**src/design/dcache_pkg.sv**
```systemverilog
package dcache_pkg;

    // cache geometry
    localparam int ADDR_WIDTH     = 32;
    localparam int NWAY           = 2;
    localparam int NSET           = 64;
    localparam int LINE_BYTES     = 16;
    localparam int LINE_WIDTH     = LINE_BYTES * 8;
    localparam int WORDS_PER_LINE = LINE_WIDTH / 32;

    // address split: tag | index | offset
    localparam int OFFSET_WIDTH   = $clog2(LINE_BYTES);
    localparam int INDEX_WIDTH    = $clog2(NSET);
    localparam int TAG_WIDTH      = ADDR_WIDTH - INDEX_WIDTH - OFFSET_WIDTH;

    localparam int WAY_WIDTH      = $clog2(NWAY);
    localparam int LFSR_WIDTH     = 16;

    typedef logic [TAG_WIDTH-1:0]   tag_t;
    typedef logic [INDEX_WIDTH-1:0] index_t;
    typedef logic [LINE_WIDTH-1:0]  line_t;
    typedef logic [LINE_BYTES-1:0]  byte_mask_t;

    typedef enum logic {
        OP_LOAD,
        OP_STORE
    } mem_op_e;

    // miss handling: optional write-back of the victim, then refill
    typedef enum logic [2:0] {
        ST_IDLE,
        ST_WB_REQ,
        ST_WB_WAIT,
        ST_FILL_REQ,
        ST_FILL_WAIT
    } miss_state_e;

endpackage

```
**src/design/dcache_result.sv**
```systemverilog
`timescale 1ns/1ps

module dcache_result
    import dcache_pkg::*;
(
    input  logic                    resp_i,
    input  line_t                   resp_line_i,
    input  logic [OFFSET_WIDTH-1:0] s2_offset_i,
    output logic                    data_ok_o,
    output logic [31:0]             rdata_o
);

    logic [$clog2(WORDS_PER_LINE)-1:0] word_sel;

    assign word_sel = s2_offset_i[OFFSET_WIDTH-1:2];

    assign data_ok_o = resp_i;

    // pick the addressed word out of the line
    always_comb begin
        rdata_o = resp_line_i[31:0];
        for (int i = 0; i < WORDS_PER_LINE; i++) begin
            if (word_sel == i) begin
                rdata_o = resp_line_i[i*32 +: 32];
            end
        end
    end

endmodule

```
**config.mk**
```make
export PLATFORM = sky130hd
export DESIGN_NAME = dcache_result
export DESIGN_NICKNAME = d
export VERILOG_FILES = /design/src/design/dcache_pkg.sv /design/src/design/dcache_result.sv
export SDC_FILE = /design/constraint.sdc
export NUM_CORES = 1
export LEC_CHECK = 0
export CAP_MARGIN = 20
export CORE_AREA = 2 2 65 67
export DETAILED_ROUTE_END_ITERATION = 10
export DIE_AREA = 0 0 67 69
export DONT_BUFFER_PORTS = 1
export SLEW_MARGIN = 20
export SYNTH_ARGS = -nofsm -noshare
export SYNTH_HDL_FRONTEND = slang
export SYNTH_SLANG_ARGS = --single-unit
```
**constraint.sdc**
```tcl
create_clock -name vclk -period 2
set_clock_uncertainty 0.2 [all_clocks]
set_input_delay 0.4 -clock vclk [all_inputs]
set_output_delay 0.4 -clock vclk [all_outputs]
set_load 0.02 [all_outputs]
```
; Word-level counts from Yosys, hierarchy flattened
; Index checks and enable logic that the tools add are counted.
[classes]
n_mux = 3
n_eq_ne = 3
[ops]
columns = operator, n
row1 = 2-to-1 mux 32 bit, 3
row2 = "equality test 2 bit, second input constant", 2
row3 = "equality test 2 x 1 -> 1 bit, second input constant", 1
[totals]
out_inout_bits = 33
input_bits = 133
word_cells = 6
reg_bits = 0

; Logic depth before layout (Yosys ltp)
[depth]
depth_word = 4
depth_mapped = 3
mapped_depth_nobuf = 1

; Worst setup path after synthesis
; No wires, ideal clock.
[synth_timing]
path_type = input to output
start = in s2_offset_i[2]
end = out rdata_o[10]
path_buffers = 2
required_ns = 1.400
stages = 3
path_slack_ns = 0.171
t_arrival_ns = 1.229
path_cell_list = buf_6 buf_12 mux4_2
[synth_via]
elab_chain_cells = 4
word_cells_on_any_way = 6
classes_between = eq/ne: 3 / mux: 3
[synth_lines]
columns = item, line
row1 = from (decl), dcache_result.sv:8  ; input logic [OFFSET_WIDTH-1:0] s2_offset_i,
row2 = equality test 2 x 1 -> 1 bit, dcache_result.sv:23  ; if (word_sel == i) begin
row3 = 2-to-1 mux 32 bit (2 in series), dcache_result.sv:23
row4 = 2-to-1 mux 32 bit (*), dcache_result.sv:23
row5 = to (decl), dcache_result.sv:10  ; output logic [31:0] rdata_o
; Mark *: on every way between the ends. The rest lies on a longest branch, timed or not.

; Worst setup path after layout
[layout_timing]
start = in s2_offset_i[2]
end = out rdata_o[0]
; Same word-level chain as after synthesis.

==> out/results.ini <==
[synth]
syn_nets = 173
synthTopCellsByArea = mux4_2 82%, buf_12 7.3%, mux4_1 6.4%, buf_2 1.8%, buf_6 1.4%
yosys_warnings = 0
synth_top_area_share_pct = 82.19
ys_types = 6
synth.avg_cell_area_um2 = 20.55
synthesis.area_um2 = 822.0
ys_seq_area_share_pct = 0
synth.largest_area_cell = mux4_2
synth_cells = 40

[routing]
ant_nets = 0
drc = 0
drt-initial-drc-count = 18
avgRoutedWirePerCell_um = 37.33
dr.pass1.iters = 4
dr_total_vias = 553
wl_um = 3061
viasPerCell = 6.744

[sta]
hold_violations = 0
tightest_slew_ns = 0.2582
slew_headroom_pct = 82.86
finalWorstSetupSlack_ns = 0.3196
setup_viol = 0
post-route-period-util_pct = 84.02
post-route-min-period_ns = 1.680
fin_hold_ws_ns = 0.6000
max_freq_ghz = 0.5951
rsz0062_at_grt = false
fin_setup_tns_ns = 0
finalMaxSlewViolations = 0

[pwr]
max-vdd-ir-drop_mv = 0.08965
clock_power_share_pct = 0
pwr-share-seq_pct = 0
power_leakage_uw = 0.0002121
power_frac_comb_pct = 100.0
intPower_uw = 107.0
switching_share_pct = 52.23
power-per-cell-area_nw_per_um2 = 283.2
report.power.total_uw = 223.9
p_switching_uw = 117.0

[critical_path]
critPathArrivalTime_ns = 1.08
slowest_stage = mux4_1
crit_chain = mux4_1
crit_fanout = 32
worst-path-buf-inv = 0
cpLargestDelayFamily = multiplexers
critPathRequiredTime_ns = 1.40
critPathCaptureType = output port
critPathLaunchType = input port
cpPeakStageDelay_ns = 0.68
crit_type = input port to output port

[die]
io_pins = 166
initial_core_util_pct = 21.00
num_rows = 23
dieArea_um2 = 4623
coreArea_um2 = 3914
die_h_um = 69
die_width_um = 67

[run]
drv_cap = 0

[grt]
grt_pass1_wl_um = 4146
grt_pass1_vias = 736
antenna_found_initial = 0
grt_max_degree = 33
grtUsageTotal_pct = 11.66
overflow = 0

[status]
status = completed

[placement]
gp_congestion = 0.7003
pre_cts_slack_ns = 0.3160
io_buffers = 0

[cells_and_area]
drive_gt1_share_pct = 93.75
syn_to_final_growth_pct = -3.805
layout_common_cells = 30 x mux4_2, 2 x mux4_1
clkbuf_count = 0
fin_nets = 167
layout.cells.most_common = mux4_2
register_area_um2 = 0
seq_cells = 0
fillers = 434
antennaDiodeCount = 0
finish.utilization_pct = 20.20

[cts]
post_cts_buffers = 0
hold_buffers = 0
ctsResizeCount = 0

[worst_hold_path]
hold_class = input port to output port

[Yosys cell counts, drive strengths merged]
cell type,instances
buf,8
mux4,32
[power by group through the flow]
stage | sequential (µW) | combinational, µW | clock, µW
final | 0 | 224 | 0
after global routing | 0 | 229 | 0
after CTS | 0 | 226 | 0
after detailed placement | 0 | 224 | 0
after global placement | 0 | 224 | 0
after floorplan | 0 | 252 | 0
[cells by family after synthesis]
kind of cell	count (synthesis)	synth area share (%)
muxes	32	88.58
buffers and inverters	8	11.42
[path summary, 6_finish.rpt]
| path | start | cells after the start | end | slack [ns] |
|---|---|---|---|---|
| max | s2_offset_i[2] | 1 | rdata_o[0] | 0.32 |
| min | resp_i | 0 | data_ok_o | 0.60 |
[stage by stage]
stage	area, µm²	std cells
3_5_place_dp	790.8	82
5_1_grt	790.8	82
2_1_floorplan	822.0	40
4_1_cts	790.8	82
6_report	790.8	82
3_3_place_gp	790.8	82
[metal layers]
metal / vias up / part of all wire (%) / track usage [%]
li1: 194 / - / -
met1: 285 / 29 / 13.46
met2: 72 / 58 / 22.88
met3: 2 / 13 / 1.958
met4: 0 / 0.26 / 0.2268
met5: - / 0 / 0
[final cells by class]
class | instances | area [µm²] | share of cell area [%]
multi-input cells | 32 | 728.2 | 92.09
well taps | 50 | 62.56 | 7.911
Note: power is estimated with default switching activity, not from simulation.
