==> config.mk <==
export PLATFORM = sky130hd
export DESIGN_NAME = dcache_decode
export DESIGN_NICKNAME = d
export VERILOG_FILES = /design/src/design/dcache_pkg.sv /design/src/design/dcache_decode.sv
export SDC_FILE = /design/constraint.sdc
export NUM_CORES = 1
export LEC_CHECK = 0
export ABC_AREA = 1
export BUFFER_PORTS_ARGS = -buffer_cell sky130_fd_sc_hd__buf_2
export CAP_MARGIN = 20
export CELL_PAD_IN_SITES_DETAIL_PLACEMENT = 0
export CELL_PAD_IN_SITES_GLOBAL_PLACEMENT = 1
export CORE_ASPECT_RATIO = 0.6
export CORE_MARGIN = 8
export CORE_UTILIZATION = 34
export DETAILED_ROUTE_END_ITERATION = 8
export GPL_ROUTABILITY_DRIVEN = 0
export MAX_ROUTING_LAYER = met4
export PLACE_DENSITY = 0.74
export SYNTH_ARGS = -nofsm -noshare
export SYNTH_HDL_FRONTEND = slang
export SYNTH_SLANG_ARGS = --single-unit
==> constraint.sdc <==
create_clock -name clk -period 4.07 [get_ports clk]
set_clock_uncertainty 0.2 [all_clocks]
set_input_delay 0.407 -clock clk [delete_from_list [all_inputs] [get_ports clk]]
set_output_delay 0.407 -clock clk [all_outputs]
set_load 0.03 [all_outputs]
==> src/design/dcache_pkg.sv <==
package dcache_pkg;

    // cache geometry
    localparam int ADDR_WIDTH     = 32;
    localparam int NWAY           = 2;
    localparam int NSET           = 64;
    localparam int LINE_BYTES     = 16;
    localparam int LINE_WIDTH     = LINE_BYTES * 8;
    localparam int WORDS_PER_LINE = LINE_WIDTH / 32;

    // address split: tag | index | offset
    localparam int OFFSET_WIDTH   = $clog2(LINE_BYTES);
    localparam int INDEX_WIDTH    = $clog2(NSET);
    localparam int TAG_WIDTH      = ADDR_WIDTH - INDEX_WIDTH - OFFSET_WIDTH;

    localparam int WAY_WIDTH      = $clog2(NWAY);
    localparam int LFSR_WIDTH     = 16;

    typedef logic [TAG_WIDTH-1:0]   tag_t;
    typedef logic [INDEX_WIDTH-1:0] index_t;
    typedef logic [LINE_WIDTH-1:0]  line_t;
    typedef logic [LINE_BYTES-1:0]  byte_mask_t;

    typedef enum logic {
        OP_LOAD,
        OP_STORE
    } mem_op_e;

    // miss handling: optional write-back of the victim, then refill
    typedef enum logic [2:0] {
        ST_IDLE,
        ST_WB_REQ,
        ST_WB_WAIT,
        ST_FILL_REQ,
        ST_FILL_WAIT
    } miss_state_e;

endpackage

==> src/design/dcache_decode.sv <==
`timescale 1ns/1ps

module dcache_decode
    import dcache_pkg::*;
(
    input  logic                    clk,
    input  logic                    rst,
    input  logic                    valid_i,
    input  logic [ADDR_WIDTH-1:0]   addr_i,
    input  logic [3:0]              wstrb_i,
    input  logic [31:0]             wdata_i,
    input  logic                    stall_i,
    output logic                    ready_o,
    output logic                    rd_en_o,
    output index_t                  rd_index_o,
    output logic                    s2_valid_o,
    output mem_op_e                 s2_op_o,
    output tag_t                    s2_tag_o,
    output index_t                  s2_index_o,
    output logic [OFFSET_WIDTH-1:0] s2_offset_o,
    output line_t                   s2_wdata_o,
    output byte_mask_t              s2_mask_o
);

    logic                  s1_valid;
    logic [ADDR_WIDTH-1:0] s1_addr;
    mem_op_e               s1_op;
    byte_mask_t            s1_mask;
    logic [31:0]           s1_wdata;
    logic [31:0]           s2_word;
    byte_mask_t            mask_d;

    assign ready_o = !stall_i;

    // byte lanes of the strobe move to the addressed word of the line
    assign mask_d = byte_mask_t'(wstrb_i) << {addr_i[OFFSET_WIDTH-1:2], 2'b00};

    // arrays are read as the request moves into stage 2
    assign rd_en_o    = s1_valid && !stall_i;
    assign rd_index_o = s1_addr[OFFSET_WIDTH +: INDEX_WIDTH];

    always_ff @(posedge clk) begin
        if (rst) begin
            s1_valid   <= 1'b0;
            s2_valid_o <= 1'b0;
        end else if (!stall_i) begin
            s1_valid   <= valid_i;
            s2_valid_o <= s1_valid;
        end
    end

    always_ff @(posedge clk) begin
        if (!stall_i) begin
            s1_addr     <= addr_i;
            s1_op       <= (wstrb_i != 4'b0000) ? OP_STORE : OP_LOAD;
            s1_mask     <= mask_d;
            s1_wdata    <= wdata_i;

            s2_op_o     <= s1_op;
            s2_tag_o    <= s1_addr[ADDR_WIDTH-1 -: TAG_WIDTH];
            s2_index_o  <= s1_addr[OFFSET_WIDTH +: INDEX_WIDTH];
            s2_offset_o <= s1_addr[OFFSET_WIDTH-1:0];
            s2_mask_o   <= s1_mask;
            s2_word     <= s1_wdata;
        end
    end

    // store word copied to every word slot, the mask picks the bytes
    assign s2_wdata_o = {WORDS_PER_LINE{s2_word}};

endmodule

### Yosys cells after proc, flatten, opt, wreduce, memory -nomap -nowiden

Cells that the tools add are included.
W data, S select, Z words.

* word-level logic and storage cells: 17
* register bits: 164

* muxes and demuxes: 1
* reductions and logical operators: 3
* shift-type cells: 1

Operators with widths (count)
* $shl A4 B4 Y16: 1
* $reduce_bool A4 Y1: 1
* $logic_and A1 B1 Y1: 1
* $logic_not A1 Y1: 1
* $mux W1: 1

### Logic depth before layout (Yosys ltp)

* word-level depth: 2
* depth in mapped cells: 3
* gate-level depth less buffers: 3

### Worst setup path after synthesis

Ideal clock, no wire load.

* kind: input-to-output
* start: input port stall_i
* end: output port rd_en_o
* buffers on the path: 0
* cell stages on the path: 3
* required time: 3463 ps
* arrival: 4370 ps
* path slack: -907 ps
* path through: inv_1 nand2_1 inv_1

* cells in the longest elaborated chain, start to end: 2

Ends and longest elaborated chain
* from (decl): RTL line dcache_decode.sv:12 `input logic stall_i,`
* $logic_not A1 Y1
* $logic_and A1 B1 Y1: RTL line dcache_decode.sv:39 `assign rd_en_o = s1_valid && !stall_i;`
* to (decl): RTL line dcache_decode.sv:14 `output logic rd_en_o,`

No other way between the ends.

### Final worst setup path

Same ends and word-level chain as after synthesis.

==> run metrics <==
post-synth top area share=82.7%; Combinational Power Share=12.2%; clk slew on worst S/H paths=70 ps; sw frac=approximately a quarter; PwrDens=526 mW/mm2; die width=between 150 and 200 um; Hold Path Depth=3; Placed Area=0.00672 mm2; Total Wirelength=12500 um; P_int=slightly above 0.003 W; WHS Endpoint=s1_valid$_SDFFE_PP0N_; Synth warnings=0; die area=~0.022 mm2; via count=3095; Starting Density=between 30% and 40%; DRC viols=0; clock power share=38.9%; asr flop ratio synth=0%; initial DRC count=between 150 and 200; die height=between 100 and 150 um; NumNets Final=608; RR Startpoint=s1_addr[14]$_DFFE_PN_; wl on met1=4680 um; Simple-Gate Fraction of Synth Area=2.40%; min-delay worst type=in2reg; CP cell instances=buf_2, clkinvlp_4, nand2_1, inv_1, buf_2; Seq pwr share=around half; Worst Setup Start Kind=primary input; Synth area leader=edfxtp_1; vias in the first global route=3345; DR WL met3=1530 um; Tmin final=2410 ps; Hold Slack=49.7 ps; Critical Path Most Common Cell=buf_2; Yosys cell types=12; Filler Cells Inserted=1487; critical path's largest stage delay=690 ps; count of final setup violators=0; Mapped Nets=371; Rows=37; xor/xnor share of the synthesized area=0%; met2 wire len=6180 um; First-pass DRT Iterations=4; Finished Layout Cells=784; syn_area_per_cell=19.7 um2; total negative slack=0 ps; min-delay src=valid_i; dpl cells=688; # Max-Cap Violations=0; CTS H-tree lvls=4; largest family of logic cells by synthesized area=buffers and inverters; Synth top cells by count=edfxtp_1, buf_4, nor3_1, nor3_2, inv_1; count leader, synth=edfxtp_1; number of gates resized after cts=0; CP required=3460 ps; ANT nets after route=0; fin crit share=59.1%; largest net degree at the start of global routing=63; Worst R2R End=s2_tag_o[4]$_DFFE_PN_; sequential share of the synthesized area=a little over four fifths; worst vdd ir=254 uV; layout cells sized above 1=between 50% and 60%; CTS Buf Count=17; fmax=0.415 GHz; HPWL Detailed=8760 um; complex-gate fraction of the synthesized area=0.170%; DR vias/cell=3.95; CP delay by family, top=buffers and inverters; post-route cell area=between 0.007 and 0.008 mm2; GRT Util Overall=11.3%; Worst setup EP type=primary output; Crit Path Category=in2out; highest routed layer=met4; largest fanout on the critical path=43; clock root buffer=clkbuf_16; Max Slew Vio Count=0; # clock sinks=164; global-route wire length before repair=18100 um; Clk Latency, worst-skew pair=roughly 420 ps; dominant synthesized flop cell=edfxtp_1; post-synthesis mux area share=0%; CP Buf/Inv Count=4; R2R depth=0; Least-Margin Pin Slew=873 ps; Sw Pwr=0.00106 W; Mapped Area=approximately 0.0059 mm2; Gate Count Post-Synth=roughly 300; drt wl/cell=15.9 um; Slew HR=a little over two fifths; #FFs+latches synth=164; antenna violations before repair=1; CTS max path bufs=2; num ports=258; unrepaired setup endpoints after global routing=no; status=finished, final reports clean; reg-to-reg slack, setup=3210 ps; # port buffers=~260; Final Hold Vio Count=0; area of the core=0.0170 mm2; ranking of synthesized cells by area=edfxtp_1, buf_4, nor3_2; Post-Synth Adder-Cell Area=0%; Synth-to-Final Area Change=35.2%; WP data arrival=around 1800 ps; Post-synth EDFFs=about 160; Final Core Density=46.7%; Pleak=3.25 nW; grt ovf=0; clock tree from TritonCTS=done; CP max stage cell=clkinvlp_4
-- cells in the final DEF, fill, tap and decap left out, types with 4 or more instances in the layout --
master,netlist,routed
inv_1,6,5
dlygate4sd3_1,0,63
buf_2,0,257
nor3_2,8,8
clkinv_4,0,4
clkbuf_16,0,17
edfxtp_1,162,162
inv_6,1,4
nand2_1,4,4
nor3_1,8,8
-- registers in the layout (all words and copies together), names as in the netlist --
register / count
s2_mask_o: 16
s1_op: 1
s1_valid: 1
s2_offset_o: 4
s1_wdata: 32
s2_valid_o: 1
s2_word: 32
s2_index_o: 6
s2_op_o: 1
s2_tag_o: 22
s1_addr: 32
s1_mask: 16
-- worst min-delay path, cell delays in order --
cell     delay (ps)
buf_2            90
nand2_1          60
a21oi_1          60
-- final cells by class --
type | count | area (um2) | share of cell area, %
multi-input combinational | 23 | 151 | 1.90
timing repair buffer | 322 | 1960 | 24.6
tap | 234 | 293 | 3.68
sequential | 164 | 4900 | 61.7
inverter | 8 | 41.3 | 0.519
clock buffer | 17 | 425 | 5.35
clock inverter | 15 | 179 | 2.25
antenna | 1 | 2.50 | 0.0315
-- worst max-delay path by stage --
stage / start / to / cells after the start
3_3_place_gp: stall_i / rd_en_o / 5
2_1_floorplan: stall_i / rd_en_o / 3
4_1_cts: stall_i / rd_en_o / 5
5_1_grt: stall_i / rd_en_o / 5
6_report: stall_i / rd_en_o / 5
3_5_place_dp: stall_i / rd_en_o / 5
-- kinds of logic (layout without fill, tap and decap cells) --
kind of cell    Yosys count  count (layout)
compound gates            2               2
simple gates             21              21
buf+inv                 112             362
other cells               0               1
flops                   164             164
-- power by group through the flow --
stage | logic [W] | registers [W] | clock network [W]
CTS | 0.000518 | 0.00205 | 0.00168
detailed placement | 0.000469 | 0.00208 | 0
global route | 0.000534 | 0.00206 | 0.00174
finish | 0.000510 | 0.00205 | 0.00163
global placement | 0.000467 | 0.00208 | 0
floorplan | 0.000274 | 0.00219 | 0
-- per-layer routing --
metal	track usage, %	vias up
li1	-	1465
met1	11.8	1462
met2	18.5	159
met3	5.80	9
met4	3.26	0
met5	-	-
-- through the flow --
step                power [W]  worst slack [ps]
floorplan             0.00246               416
global placement      0.00254              1720
detailed placement    0.00255              1660
CTS                   0.00424              1660
global route          0.00433              1470
finish                0.00418              1660
-- timing repair --
item / 4_1_cts / 5_1_grt
hold buffers: 63 / 0
endpoints found under the hold margin: 64 / 0
setup buffers: 0 / 0
Note: power is estimated with default switching activity, not from simulation.
