### config.mk
export PLATFORM = sky130hd
export DESIGN_NAME = dcache_execute
export DESIGN_NICKNAME = d
export VERILOG_FILES = /design/src/design/dcache_pkg.sv /design/src/design/dcache_execute.sv
export SDC_FILE = /design/constraint.sdc
export NUM_CORES = 1
export LEC_CHECK = 0
export BUFFER_PORTS_ARGS = -buffer_cell sky130_fd_sc_hd__clkbuf_2
export CAP_MARGIN = 5
export CORE_AREA = 2 2 435 437
export CTS_CLUSTER_SIZE = 8
export DETAILED_ROUTE_END_ITERATION = 6
export DIE_AREA = 0 0 437 439
export HOLD_SLACK_MARGIN = 0.08
export PLACE_DENSITY_LB_ADDON = 0.25
export SLEW_MARGIN = 10
export SYNTH_ARGS = -nofsm -noshare
export SYNTH_HDL_FRONTEND = slang
export SYNTH_SLANG_ARGS = --single-unit
export TNS_END_PERCENT = 30
### constraint.sdc
create_clock -name clk -period 3.7 [get_ports clk]
set_clock_uncertainty 0.2 [all_clocks]
set_input_delay 0.555 -clock clk [delete_from_list [all_inputs] [get_ports clk]]
set_output_delay 0.555 -clock clk [all_outputs]
set_load 0.01 [all_outputs]
### src/design/dcache_pkg.sv
package dcache_pkg;

    // cache geometry
    localparam int ADDR_WIDTH     = 32;
    localparam int NWAY           = 2;
    localparam int NSET           = 64;
    localparam int LINE_BYTES     = 16;
    localparam int LINE_WIDTH     = LINE_BYTES * 8;
    localparam int WORDS_PER_LINE = LINE_WIDTH / 32;

    // address split: tag | index | offset
    localparam int OFFSET_WIDTH   = $clog2(LINE_BYTES);
    localparam int INDEX_WIDTH    = $clog2(NSET);
    localparam int TAG_WIDTH      = ADDR_WIDTH - INDEX_WIDTH - OFFSET_WIDTH;

    localparam int WAY_WIDTH      = $clog2(NWAY);
    localparam int LFSR_WIDTH     = 16;

    typedef logic [TAG_WIDTH-1:0]   tag_t;
    typedef logic [INDEX_WIDTH-1:0] index_t;
    typedef logic [LINE_WIDTH-1:0]  line_t;
    typedef logic [LINE_BYTES-1:0]  byte_mask_t;

    typedef enum logic {
        OP_LOAD,
        OP_STORE
    } mem_op_e;

    // miss handling: optional write-back of the victim, then refill
    typedef enum logic [2:0] {
        ST_IDLE,
        ST_WB_REQ,
        ST_WB_WAIT,
        ST_FILL_REQ,
        ST_FILL_WAIT
    } miss_state_e;

endpackage

### src/design/dcache_execute.sv
`timescale 1ns/1ps

module dcache_execute
    import dcache_pkg::*;
(
    input  logic                           clk,
    input  logic                           rst,
    input  logic                           s2_valid_i,
    input  mem_op_e                        s2_op_i,
    input  tag_t                           s2_tag_i,
    input  index_t                         s2_index_i,
    input  line_t                          s2_wdata_i,
    input  byte_mask_t                     s2_mask_i,
    input  logic [NWAY-1:0][TAG_WIDTH+1:0] tag_rdata_i,
    input  line_t [NWAY-1:0]               data_rdata_i,
    input  logic                           mem_wdone_i,
    input  logic                           mem_rvalid_i,
    input  line_t                          mem_rdata_i,
    output logic                           stall_o,
    output index_t                         wr_index_o,
    output logic [NWAY-1:0]                tag_we_o,
    output logic [TAG_WIDTH+1:0]           tag_wdata_o,
    output byte_mask_t [NWAY-1:0]          data_we_o,
    output line_t                          data_wdata_o,
    output logic                           mem_rreq_o,
    output logic [ADDR_WIDTH-1:0]          mem_raddr_o,
    output logic                           mem_wreq_o,
    output logic [ADDR_WIDTH-1:0]          mem_waddr_o,
    output line_t                          mem_wdata_o,
    output logic                           resp_o,
    output line_t                          resp_line_o
);

    miss_state_e           state_q;
    miss_state_e           state_d;
    logic [LFSR_WIDTH-1:0] lfsr_q;
    logic                  lfsr_fb;
    logic [WAY_WIDTH-1:0]  victim_sel;
    logic [WAY_WIDTH-1:0]  victim_q;
    logic                  victim_dirty;
    logic [NWAY-1:0]       way_hit;
    logic                  hit;
    logic                  miss;
    logic                  is_store;
    logic                  fill_done;
    line_t                 hit_line;
    line_t                 merged_line;

    always_comb begin
        way_hit  = '0;
        hit_line = '0;
        for (int w = 0; w < NWAY; w++) begin
            way_hit[w] = tag_rdata_i[w][TAG_WIDTH] &&
                         (tag_rdata_i[w][TAG_WIDTH-1:0] == s2_tag_i);
            if (way_hit[w]) begin
                hit_line = data_rdata_i[w];
            end
        end
    end

    assign hit       = s2_valid_i && (|way_hit);
    assign miss      = s2_valid_i && !(|way_hit);
    assign is_store  = (s2_op_i == OP_STORE);
    assign fill_done = (state_q == ST_FILL_WAIT) && mem_rvalid_i;

    // store bytes over the refill data
    // on a store hit only the masked bytes reach the RAM
    always_comb begin
        for (int b = 0; b < LINE_BYTES; b++) begin
            merged_line[b*8 +: 8] = s2_mask_i[b] ? s2_wdata_i[b*8 +: 8] : mem_rdata_i[b*8 +: 8];
        end
    end

    // x^16 + x^14 + x^13 + x^11 + 1
    assign lfsr_fb = lfsr_q[LFSR_WIDTH-1] ^ lfsr_q[LFSR_WIDTH-3] ^
                     lfsr_q[LFSR_WIDTH-4] ^ lfsr_q[LFSR_WIDTH-6];

    assign victim_sel   = lfsr_q[WAY_WIDTH-1:0];
    assign victim_dirty = tag_rdata_i[victim_sel][TAG_WIDTH+1] &&
                          tag_rdata_i[victim_sel][TAG_WIDTH];

    always_comb begin
        state_d = state_q;
        case (state_q)
            ST_IDLE: begin
                if (miss) begin
                    state_d = victim_dirty ? ST_WB_REQ : ST_FILL_REQ;
                end
            end
            ST_WB_REQ: begin
                state_d = ST_WB_WAIT;
            end
            ST_WB_WAIT: begin
                if (mem_wdone_i) begin
                    state_d = ST_FILL_REQ;
                end
            end
            ST_FILL_REQ: begin
                state_d = ST_FILL_WAIT;
            end
            ST_FILL_WAIT: begin
                if (mem_rvalid_i) begin
                    state_d = ST_IDLE;
                end
            end
            default: begin
                state_d = ST_IDLE;
            end
        endcase
    end

    always_ff @(posedge clk) begin
        if (rst) begin
            state_q <= ST_IDLE;
            lfsr_q  <= LFSR_WIDTH'(1);
        end else begin
            state_q <= state_d;
            lfsr_q  <= {lfsr_q[LFSR_WIDTH-2:0], lfsr_fb};
        end
    end

    // victim way is fixed for the whole miss sequence
    always_ff @(posedge clk) begin
        if (state_q == ST_IDLE && miss) begin
            victim_q <= victim_sel;
        end
    end

    always_comb begin
        tag_we_o  = '0;
        data_we_o = '0;
        if (state_q == ST_IDLE && hit && is_store) begin
            tag_we_o = way_hit;
            for (int w = 0; w < NWAY; w++) begin
                if (way_hit[w]) begin
                    data_we_o[w] = s2_mask_i;
                end
            end
        end else if (fill_done) begin
            tag_we_o[victim_q]  = 1'b1;
            data_we_o[victim_q] = '1;
        end
    end

    // dirty is set by a store hit and by a refill for a store
    assign wr_index_o   = s2_index_i;
    assign tag_wdata_o  = {is_store, 1'b1, s2_tag_i};
    assign data_wdata_o = merged_line;

    assign mem_wreq_o  = (state_q == ST_WB_REQ);
    assign mem_waddr_o = {tag_rdata_i[victim_q][TAG_WIDTH-1:0], s2_index_i,
                          {OFFSET_WIDTH{1'b0}}};
    assign mem_wdata_o = data_rdata_i[victim_q];
    assign mem_rreq_o  = (state_q == ST_FILL_REQ);
    assign mem_raddr_o = {s2_tag_i, s2_index_i, {OFFSET_WIDTH{1'b0}}};

    // the pipeline moves again in the cycle the refill returns
    assign stall_o     = (state_q == ST_IDLE) ? miss : !fill_done;
    assign resp_o      = (state_q == ST_IDLE) ? hit : fill_done;
    assign resp_line_o = fill_done ? merged_line : hit_line;

endmodule

; Yosys cells after proc, flatten, opt, wreduce, memory -nomap -nowiden
; Cells that the tools add are included.
[op_classes]
n_reduce_logical = 15
n_addsub = 0
n_mux = 42
magnitude_cmp = 3
n_div = 0
mul = 0
n_shift = 0
bitwise = 3
eq_ne = 9
[op_table]
columns = op, count
row1 = $mux 128, 5
row2 = $mux 8, 16
row3 = $mux 32, 2
row4 = $mux 16, 3
row5 = $mux 24, 2
row6 = $eq 22x22->1, 2
row7 = $mux 22, 2
row8 = $demux 16 s1, 1
row9 = $pmux 3 s5, 1
row10 = $logic_and 1x1->1, 10
row11 = $mux 3, 3
row12 = $eq 3x2->1 const B, 2
row13 = $mux 2, 3
row14 = $ne 2x2->1 const B, 3
row15 = $lt 1x2->1 const B, 2
row16 = $eq 3x1->1 const B, 1
row17 = $eq 3x3->1 const B, 1
row18 = $logic_not 3->1, 1
row19 = $mux 1, 3
row20 = $reduce_and 3->1, 1
row21 = $xor 1x1->1, 3
row22 = $logic_not 1->1, 2
row23 = $reduce_or 2->1, 1
row24 = $demux 1 s1, 1
row25 = $ge 1x1->1 const B, 1
[totals]
n_memories = 0
mem_bits_rw = 0
latchBits = 0
regBits = 20
mem_bits_ro = 0
output_inout_bits = 516

; Depth between registers and ports, before layout
; Gate-level depths: netlist (run 1).
[logic_depth]
depth_word = 7
depth_mapped = 8
depth_no_buf = 6

; Worst setup path before layout (run 1)
; No wires, ideal clock.
[synth_path]
kind = input to output
start = in s2_tag_i[14]
end = out resp_line_o[6]
required_ns = 2.945
arrival_time_ns = 2.287
cell_stages = 8
setup_slack_ns = 0.658
path_buffers = 2
cell_sequence = xnor2_1 nand4_1 or4b_4 a311oi_2 buf_6 buf_8 and3_1 a211o_1
[synth_between]
elab_chain_len = 5
[synth_rtl]
columns = item, line_no
row1 = from (decl), dcache_execute.sv:10  ; input tag_t s2_tag_i,
row2 = $eq 22x22->1, dcache_execute.sv:54  ; (tag_rdata_i[w][TAG_WIDTH-1:0] == s2_tag_i);
row3 = $logic_and 1x1->1, dcache_execute.sv:53  ; way_hit[w] = tag_rdata_i[w][TAG_WIDTH] &&
row4 = $mux 128, dcache_execute.sv:55  ; if (way_hit[w]) begin
row5 = $mux 128 *, dcache_execute.sv:55
row6 = $mux 128 *, dcache_execute.sv:160  ; assign resp_line_o = fill_done ? merged_line : hit_line;
row7 = to (decl), dcache_execute.sv:31  ; output line_t resp_line_o
; Every way passes the cells marked *; elsewhere a longest branch is shown, timed or not.

; Worst setup path after layout (run 1)
[layout_path]
start = in s2_tag_i[12]
end = out resp_line_o[112]
; The elaborated chain is that of the path after synthesis.

==> metrics.txt, run 1 <==
register area=410.4 um2; vias in the first global route=between 10,000 and 15,000; CTS Hold Bufs=0; Mean Syn Cell Area=between 8 and 9 um2; WP data arrival=2.97 ns; Final TNS setup=-0.1020 ns; share of cells above drive strength 1=74.05%; outcome=finished, violations left; Sw Pwr=about 1.4 mW; Post-DRT Antenna Nets=0; Clock power frac=around a tenth; Routed WL=around 160,000 um; Chip Height=between 400 and 500 um; Leak Pwr=between 9 and 10 nW; Die Wd=about 440 um; std cell rows=about 160; Hold Path Stages=1; WP data required=roughly 3 ns; CTS H-Tree Depth=1; DRT Pass-1 Iters=5; wire per inst=about 34 um; Worst Tran Pin Value=0.8797 ns; Reg2Reg Depth=4; number of max-cap violations=0; Syn Inst Count=1,019; IO Port Bufs=between 1,000 and 1,500; f_max=268.3 MHz; max incr delay on CP=between 0.2 and 0.3 ns; RSZ-0062 raised after global routing=true; GP Congestion=0.9634; # fillers=between 20,000 and 25,000; die area=roughly 0.19 mm2; Min Hold Slack=around 0.24 ns; Setup violations, final=7; sw frac=~53%; GRT Residual Overflow=0; multi-input logic area=0.007370 mm2; max-slew violation total from the final report=0; reg2reg setup slack=1.94 ns; via-per-instance ratio=just over 3; Synth cell types=41; CP dominant cell by count=buf_4; sequential share of power=8.9%; DRC=0; Reg2Reg Launch Point=state_q[2]$_SDFFE_PP0P_; crit path time final=3.727 ns; Peak VDD IR=approximately 0.00013 V; critical path's top delay family=buffers and inverters; worst-path fanout max=19; GR Util All Layers=15.47%; Max Root-Sink Buffers=2; nets=roughly 2,700; cells along the critical path=buf_8 > buf_6 > xnor2_2 > buf_4 > nand4_1 > nor4_1 > buf_4 > a311oi_4 > buf_4 > buf_12 > buf_12 > buf_16 > and3_1 > a211o_1 > clkbuf_2; combinational share of power=between 80 and 90%; Yosys reg bits=20; failing checks=negative setup slack; FF-to-FF End=victim_q$_DFFE_PP_; hold wc startpoint=lfsr_q[11]$_SDFF_PP0_; CTS buffer count=3; I/O Pins=around 1,100; hpwl dp=between 100,000 and 150,000 um; largest net degree at the start of global routing=between 70 and 80; Setup WS pre-CTS=-0.3670 ns; Layout area overhead=113.9%; CTS Root Cell=clkbuf_16; fin worst setup slack=-0.02688 ns; slowest library cell on the worst path=nor4_1; final hold violation count=0; Crit Path Class=in2out; global-route wire length before repair=between 150,000 and 200,000 um; yosys warns=0; final core occ=about a tenth; Pwr Density=about 150 mW/mm2; Buf+Inv Stages, Crit Path=9; Clk pin slew, worst setup/hold paths=around 0.06 ns; hold endpoint=lfsr_q[12]$_SDFF_PP0_; clock latency on the worst-skew pair=0.25 ns; hold crit path type=reg2reg; critical path startpoint category=input port; Slew HR=approximately 41%; Sink Count=20; TritonCTS clock tree=done; Pint=between 1 and 1.5 mW; Worst Setup End Kind=output port; register area share after synthesis=under 10%; routed vias=~14,000; Initial Util=roughly 4.5%; initial antenna violation count=about 150; Core Footprint=roughly 0.19 mm2; drt first-iter violations=~1,300; final period utilization=100.7%; Netlist Area Pre-Place=0.008476 mm2
==> flip-flops by register name, indices dropped and copies added, names as in the netlist <==
name	count
victim_q	1
state_q	3
lfsr_q	16
==> cell usage after synthesis, drive strengths merged <==
cell type  count  area share [%]
o22ai          2            0.15
nor2          12            0.56
nor3           7            0.41
dfxtp         19             4.5
clkbuf        78             3.6
a21oi          1           0.059
nor4           8            0.59
a31o           1            0.10
nor4bb         1            0.12
and2         129             9.5
a311oi         1            0.18
inv            2           0.089
and3         129             9.5
nand2          9            0.43
or2            2            0.15
nand2b         1           0.074
nand3          5            0.30
nor3b          1           0.089
o21ai          2            0.12
nor2b         15             1.1
mux2         278              37
xnor2         22             2.3
or4b           1            0.16
a211oi         1           0.089
nand4         12            0.89
edfxtp         1            0.35
buf           90             8.8
conb           2           0.089
a21o          32             2.8
a211o        128              13
a31oi          2            0.15
xor2          25             2.6
==> kinds of logic (layout without fill, tap and decap cells) <==
| logic type | after synthesis | after routing | share of synthesized area [%] |
|---|---|---|---|
| AO/OA/AOI/OAI | 170 | 170 | 16.90 |
| buffers and inverters | 170 | 1198 | 12.44 |
| multiplexers | 278 | 278 | 36.94 |
| XOR/XNOR | 47 | 47 | 4.857 |
| flip-flops | 20 | 20 | 4.842 |
| other | 2 | 48 | 0.08861 |
| AND/OR/NAND/NOR | 332 | 332 | 23.93 |
==> cells in the final DEF, fill, tap and decap left out, drive strengths merged, types with 2 or more instances in the layout <==
cell type	synthesis	layout
nand2	9	9
a31oi	2	2
and3	129	129
a21o	32	32
inv	2	2
xor2	25	25
nand4	12	12
nand3	5	5
nor2	12	12
a211o	128	128
conb	2	9
nor2b	15	15
nor3	7	7
diode	0	39
or2	2	2
buf	90	138
o21ai	2	2
o22ai	2	2
xnor2	22	22
mux2	278	278
dfxtp	19	19
nor4	8	8
clkbuf	78	1057
and2	129	129
==> routing by layer <==
| layer | wire [um] | global-route usage, % | up-vias | share of wire (%) |
|---|---|---|---|---|
| li1 | - | - | 5811 | - |
| met3 | 14640 | 5.262 | 278 | 9.3 |
| met2 | 74980 | 26.10 | 1055 | 47 |
| met5 | 395 | 0 | - | 0.25 |
| met4 | 2896 | 1.774 | 60 | 1.8 |
| met1 | 65240 | 19.43 | 7100 | 41 |
==> worst max path at each step <==
stage	depth (start not counted)	startpoint	end
floorplan	8	s2_tag_i[14]	resp_line_o[6]
global placement	11	s2_tag_i[12]	resp_line_o[96]
detailed placement	11	s2_tag_i[12]	resp_line_o[96]
CTS	12	tag_rdata_i[19]	resp_line_o[53]
global route	15	s2_tag_i[12]	resp_line_o[86]
finish	15	s2_tag_i[12]	resp_line_o[112]
==> area by class of cell <==
type | count | area share [%]
Clock buffer | 4 | 0.5522
Tap cell | 2495 | 17.22
Timing Repair Buffer | 1192 | 38.73
Inverter | 2 | 0.04141
Sequential cell | 20 | 2.264
Multi-Input combinational cell | 836 | 40.65
Antenna cell | 39 | 0.5384
==> power groups by stage <==
stage                     Clock, mW  Sequential, mW  Combinational, mW
final                         0.268           0.241               2.21
after global placement            0           0.247               2.18
after detailed placement          0           0.247               2.17
after CTS                     0.274           0.242               2.20
after floorplan                   0           0.238              0.832
after global routing          0.287           0.243               2.29
==> repair_timing <==
item                                    CTS  global route
setup buffers                            14             4
cloned                                    7             2
gates resized for setup                  39            94
endpoints found under the setup margin  126            98
pin swaps                                10            26
==> through the flow <==
step,instances,power [mW],area [um2]
4_1_cts,4546,2.716,17730
5_1_grt,4556,2.824,18050
2_1_floorplan,1026,1.070,8502
6_report,4588,2.718,18130
3_5_place_dp,4522,2.421,17050
3_3_place_gp,4522,2.428,17050
Note: power is estimated with default switching activity, not from simulation.
==> run 2: changes to the inputs <==
Settings changed: ABC_AREA from default to 1.
==> run 2 against run 1 <==
Net effect: the run now ends clean; sequential share of layout area is 0.070 points higher; worst setup slack better by 0.17 ns; synthesized cell count is 97% higher; maximum frequency is 4.7% higher; register-to-register slack improved by 0.45 ns; critical path depth is 2 higher; largest cell class unchanged.
==> metrics.txt, run 2 <==
outcome=complete, no violations (was finished, violations left); drt first-iter violations=1,222 (was 1,280); CTS H-Tree Depth=1 (unchanged); Clock power frac=8.9% (was 9.9%); Crit path depth=17 (was 15); TritonCTS clock tree=done (unchanged); Slew HR=36.69% (was 41.22%); Setup crit start=s2_tag_i[11] (was s2_tag_i[12]); wire per inst=29.51 um (was 34.47 um); Layout area overhead=96.11% (was 113.9%); fin worst setup slack=0.1390 ns (was -0.02688 ns); max reg flops=16 (unchanged); GR Util All Layers=15.99% (was 15.47%); Post-synth EDFFs=1 (unchanged); Pwr Density=170.6 mW/mm2 (was 149.9 mW/mm2); CTS Root Cell=clkbuf_16 (unchanged); Chip Height=439 um (unchanged); final core occ=9.401% (was 9.694%); die area=0.1918 mm2 (unchanged); Clk pin slew, worst setup/hold paths=0.06 ns (about the same); Reg2Reg Depth=6 (was 4); Min Hold Slack=0.2018 ns (was 0.2361 ns); Max Root-Sink Buffers=2 (unchanged); Sw Pwr=1.830 mW (was 1.438 mW); Buf+Inv Stages, Crit Path=7 (was 9); top-count cell post-synth=nand2_1 (was mux2_2); Synth area leaders=nand2_1 (43%), o21ai_0 (13%), inv_1 (8.4%) (was mux2_2 (37%), a211o_1 (13%), and3_1 (9.5%)); Peak VDD IR=0.0001621 V (was 0.0001284 V); Synth cell types=29 (was 41); routed vias=17,570 (was 14,300); sw frac=61.01% (was 52.92%); Setup violations, final=0 (was 7); Netlist Area Pre-Place=0.008965 mm2 (was 0.008476 mm2); Post-DRT Antenna Nets=0 (unchanged); critical path capture point=resp_line_o[31] (was resp_line_o[112]); IO Port Bufs=1,092 (unchanged); f_max=280.8 MHz (was 268.3 MHz); Worst Setup End Kind=output port (unchanged); Crit Path Class=in2out (unchanged); register area share after synthesis=4.578% (was 4.842%); DRT Pass-1 Iters=5 (unchanged); Syn Inst Count=2,007 (was 1,019); I/O Pins=1,126 (unchanged); reg2reg setup slack=2.39 ns (was 1.94 ns); Top FF cell, synth=dfxtp_1 (unchanged); share of cells above drive strength 1=40.96% (was 74.05%); cells along the critical path=clkbuf_2 > inv_1 > nand2_1 > nand2_1 > nor2_1 > nand2_1 > nor2_2 > nand3_4 > clkinv_8 > buf_12 > buf_4 > buf_4 > nand2_1 > o21ai_0 > nand3_1 > nand2_1 > clkbuf_2 (was buf_8 > buf_6 > xnor2_2 > buf_4 > nand4_1 > nor4_1 > buf_4 > a311oi_4 > buf_4 > buf_12 > buf_12 > buf_16 > and3_1 > a211o_1 > clkbuf_2); Final TNS setup=0 ns (was -0.1020 ns); final instance area=0.01758 mm2 (was 0.01813 mm2); WP data required=2.94 ns (about the same); CP dominant cell by count=nand2_1 (was buf_4); clock latency on the worst-skew pair=0.25 ns (about the same); Pint=1.169 mW (was 1.280 mW); critical path startpoint category=input port (unchanged); Reg2Reg Launch Point=state_q[1]$_SDFFE_PP0P_ (was state_q[2]$_SDFFE_PP0P_); Yosys reg bits=20 (unchanged); crit path time final=3.561 ns (was 3.727 ns); combinational share of power=83.0% (was 81.3%); GP Congestion=0.9808 (was 0.9634); Setup WS pre-CTS=-0.04432 ns (was -0.3670 ns); GRT Residual Overflow=0 (unchanged); number of max-cap violations=0 (unchanged); global-route wire length before repair=197,000 um (was 186,200 um); CTS buffer count=3 (unchanged); critical path's top delay family=buffers and inverters (unchanged); Initial Util=4.794% (was 4.532%); std cell rows=159 (unchanged); total chip power=2.999 mW (was 2.718 mW); via-per-instance ratio=3.185 (was 3.118); hold crit path type=reg2reg (unchanged); worst-path fanout max=11 (was 19); Post-CTS Setup Bufs=0 (was 14); max incr delay on CP=0.19 ns (was 0.29 ns); hpwl dp=150,000 um (was 141,400 um); RSZ-0062 raised after global routing=false (was true); nets=3,614 (was 2,665); yosys warns=0 (unchanged); Post-synth top cells=nand2_1 (1,026), o21ai_0 (232), inv_1 (200) (was mux2_2 (278), and3_1 (129), a211o_1 (128)); Sink Count=20 (unchanged); Worst Tran Pin Value=0.9497 ns (was 0.8797 ns); final hold violation count=0 (unchanged); FF-to-FF End=state_q[1]$_SDFFE_PP0P_ (was victim_q$_DFFE_PP_); Mean Syn Cell Area=4.467 um2 (was 8.318 um2); Post-synth ARST share=0% (unchanged); initial antenna violation count=93 (was 147); largest net degree at the start of global routing=80 (was 71); vias in the first global route=16,770 (was 13,340); Post-Place Cells=5,493 (was 4,522); biggest regs=lfsr_q (16), state_q (3), victim_q (1) (unchanged); Routed WL=162,800 um (was 158,100 um); Synth area leader=nand2_1 (was mux2_2); most common cell after layout, fill and taps aside=clkbuf_2 (unchanged); sequential share of power=8.0% (was 8.9%); DRC=0 (unchanged); Core Footprint=0.1870 mm2 (unchanged); commonest cells after routing, fill and taps aside=clkbuf_2 (1,090), nand2_1 (1,023), o21ai_0 (229) (was clkbuf_2 (1,046), mux2_2 (278), and2_1 (127)); Leak Pwr=9.983 nW (was 9.966 nW); Die Wd=437 um (unchanged); top cell type's share of synthesized area=42.96% (was 36.94%); slowest library cell on the worst path=clkbuf_2 (was nor4_1); WP data arrival=2.81 ns (was 2.97 ns); Area after DPL=0.01736 mm2 (was 0.01705 mm2); Most flops, register=lfsr_q (unchanged); final period utilization=96.24% (was 100.7%); max-slew violation total from the final report=0 (unchanged); # fillers=22,640 (was 22,070); non-filler cells, final=5,516 (was 4,588)
-- run 2: cell count changes in the layout (fill, tap and decap cells not counted), moves of 22 or more --
cell      change
a211o_1     -120
a21o_1       -32
xor2_1       -22
nand3_1     +135
o21ai_1      +75
and2_1      -127
clkbuf_2     +44
o21ai_0     +227
and3_1      -118
inv_1       +197
nor2_1       +41
nand2_1    +1015
mux2_2      -277
-- run 2: layout make-up --
| type | instances | area, um2 | share of cell area, % |
|---|---|---|---|
| Timing Repair Buffer | 1183 | 6396 | 36.38 |
| Antenna cell | 18 | 45.04 | 0.2562 |
| Clock buffer | 4 | 100.1 | 0.5694 |
| Sequential cell | 20 | 410.4 | 2.334 |
| Tap cell | 2495 | 3122 | 17.76 |
| Multi-Input combinational cell | 1573 | 6653 | 37.84 |
| Inverter | 223 | 854.6 | 4.861 |
-- run 2: timing repair --
| item | in CTS | in global routing |
|---|---|---|
| pin swaps | 0 | 1 |
| setup endpoints to repair | 9 | 92 |
| gates resized for setup | 3 | 13 |
| hold buffers | 0 | 0 |
| cloned | 0 | 1 |
| hold endpoints to repair | 0 | 0 |
-- run 2: kinds of logic (layout without fill, tap and decap cells) --
family | Yosys count | after routing | share of synthesized area [%]
AOI/OAI and AO/OA | 321 | 321 | 18.34
xor gates and xnor gates | 7 | 7 | 0.6839
buffers and inverters | 421 | 1410 | 21.97
DFF | 20 | 20 | 4.578
muxes | 1 | 1 | 0.1256
other | 2 | 27 | 0.08377
and+or+nand+nor | 1235 | 1235 | 54.22
-- run 2: per-layer routing --
| layer | track usage (%) | routed length (um) | vias to the layer above |
|---|---|---|---|
| met5 | 0 | 235 | - |
| met4 | 2.436 | 3233 | 34 |
| met3 | 6.827 | 17370 | 172 |
| met2 | 27.90 | 78970 | 911 |
| met1 | 18.31 | 62970 | 8337 |
| li1 | - | - | 8113 |
-- run 2: worst min-delay path by stage --
| stage | startpoint | end | slack (ns) | depth (start not counted) |
|---|---|---|---|---|
| after floorplan | lfsr_q[9]$_SDFF_PP0_ | lfsr_q[10]$_SDFF_PP0_ | 0.19 | 2 |
| after global placement | lfsr_q[11]$_SDFF_PP0_ | lfsr_q[12]$_SDFF_PP0_ | 0.19 | 2 |
| after detailed placement | lfsr_q[11]$_SDFF_PP0_ | lfsr_q[12]$_SDFF_PP0_ | 0.20 | 2 |
| after CTS | lfsr_q[11]$_SDFF_PP0_ | lfsr_q[12]$_SDFF_PP0_ | 0.20 | 2 |
| after global routing | lfsr_q[11]$_SDFF_PP0_ | lfsr_q[12]$_SDFF_PP0_ | 0.22 | 2 |
| final | lfsr_q[11]$_SDFF_PP0_ | lfsr_q[12]$_SDFF_PP0_ | 0.20 | 2 |
-- run 2: worst register-to-register path, stage by stage (launching register included) --
cell	delay, ns
dfxtp_1	0.33
nor2_1	0.22
nand2_1	0.12
inv_1	0.09
nand2_1	0.08
nand3_1	0.08
a21oi_1	0.06
-- run 2: power groups by stage --
| stage | Combinational, mW | Sequential (mW) | Clock, mW |
|---|---|---|---|
| 2_1_floorplan | 0.891 | 0.240 | 0 |
| 3_3_place_gp | 2.55 | 0.246 | 0 |
| 3_5_place_dp | 2.54 | 0.247 | 0 |
| 4_1_cts | 2.55 | 0.242 | 0.273 |
| 5_1_grt | 2.69 | 0.243 | 0.284 |
| 6_report | 2.49 | 0.241 | 0.268 |
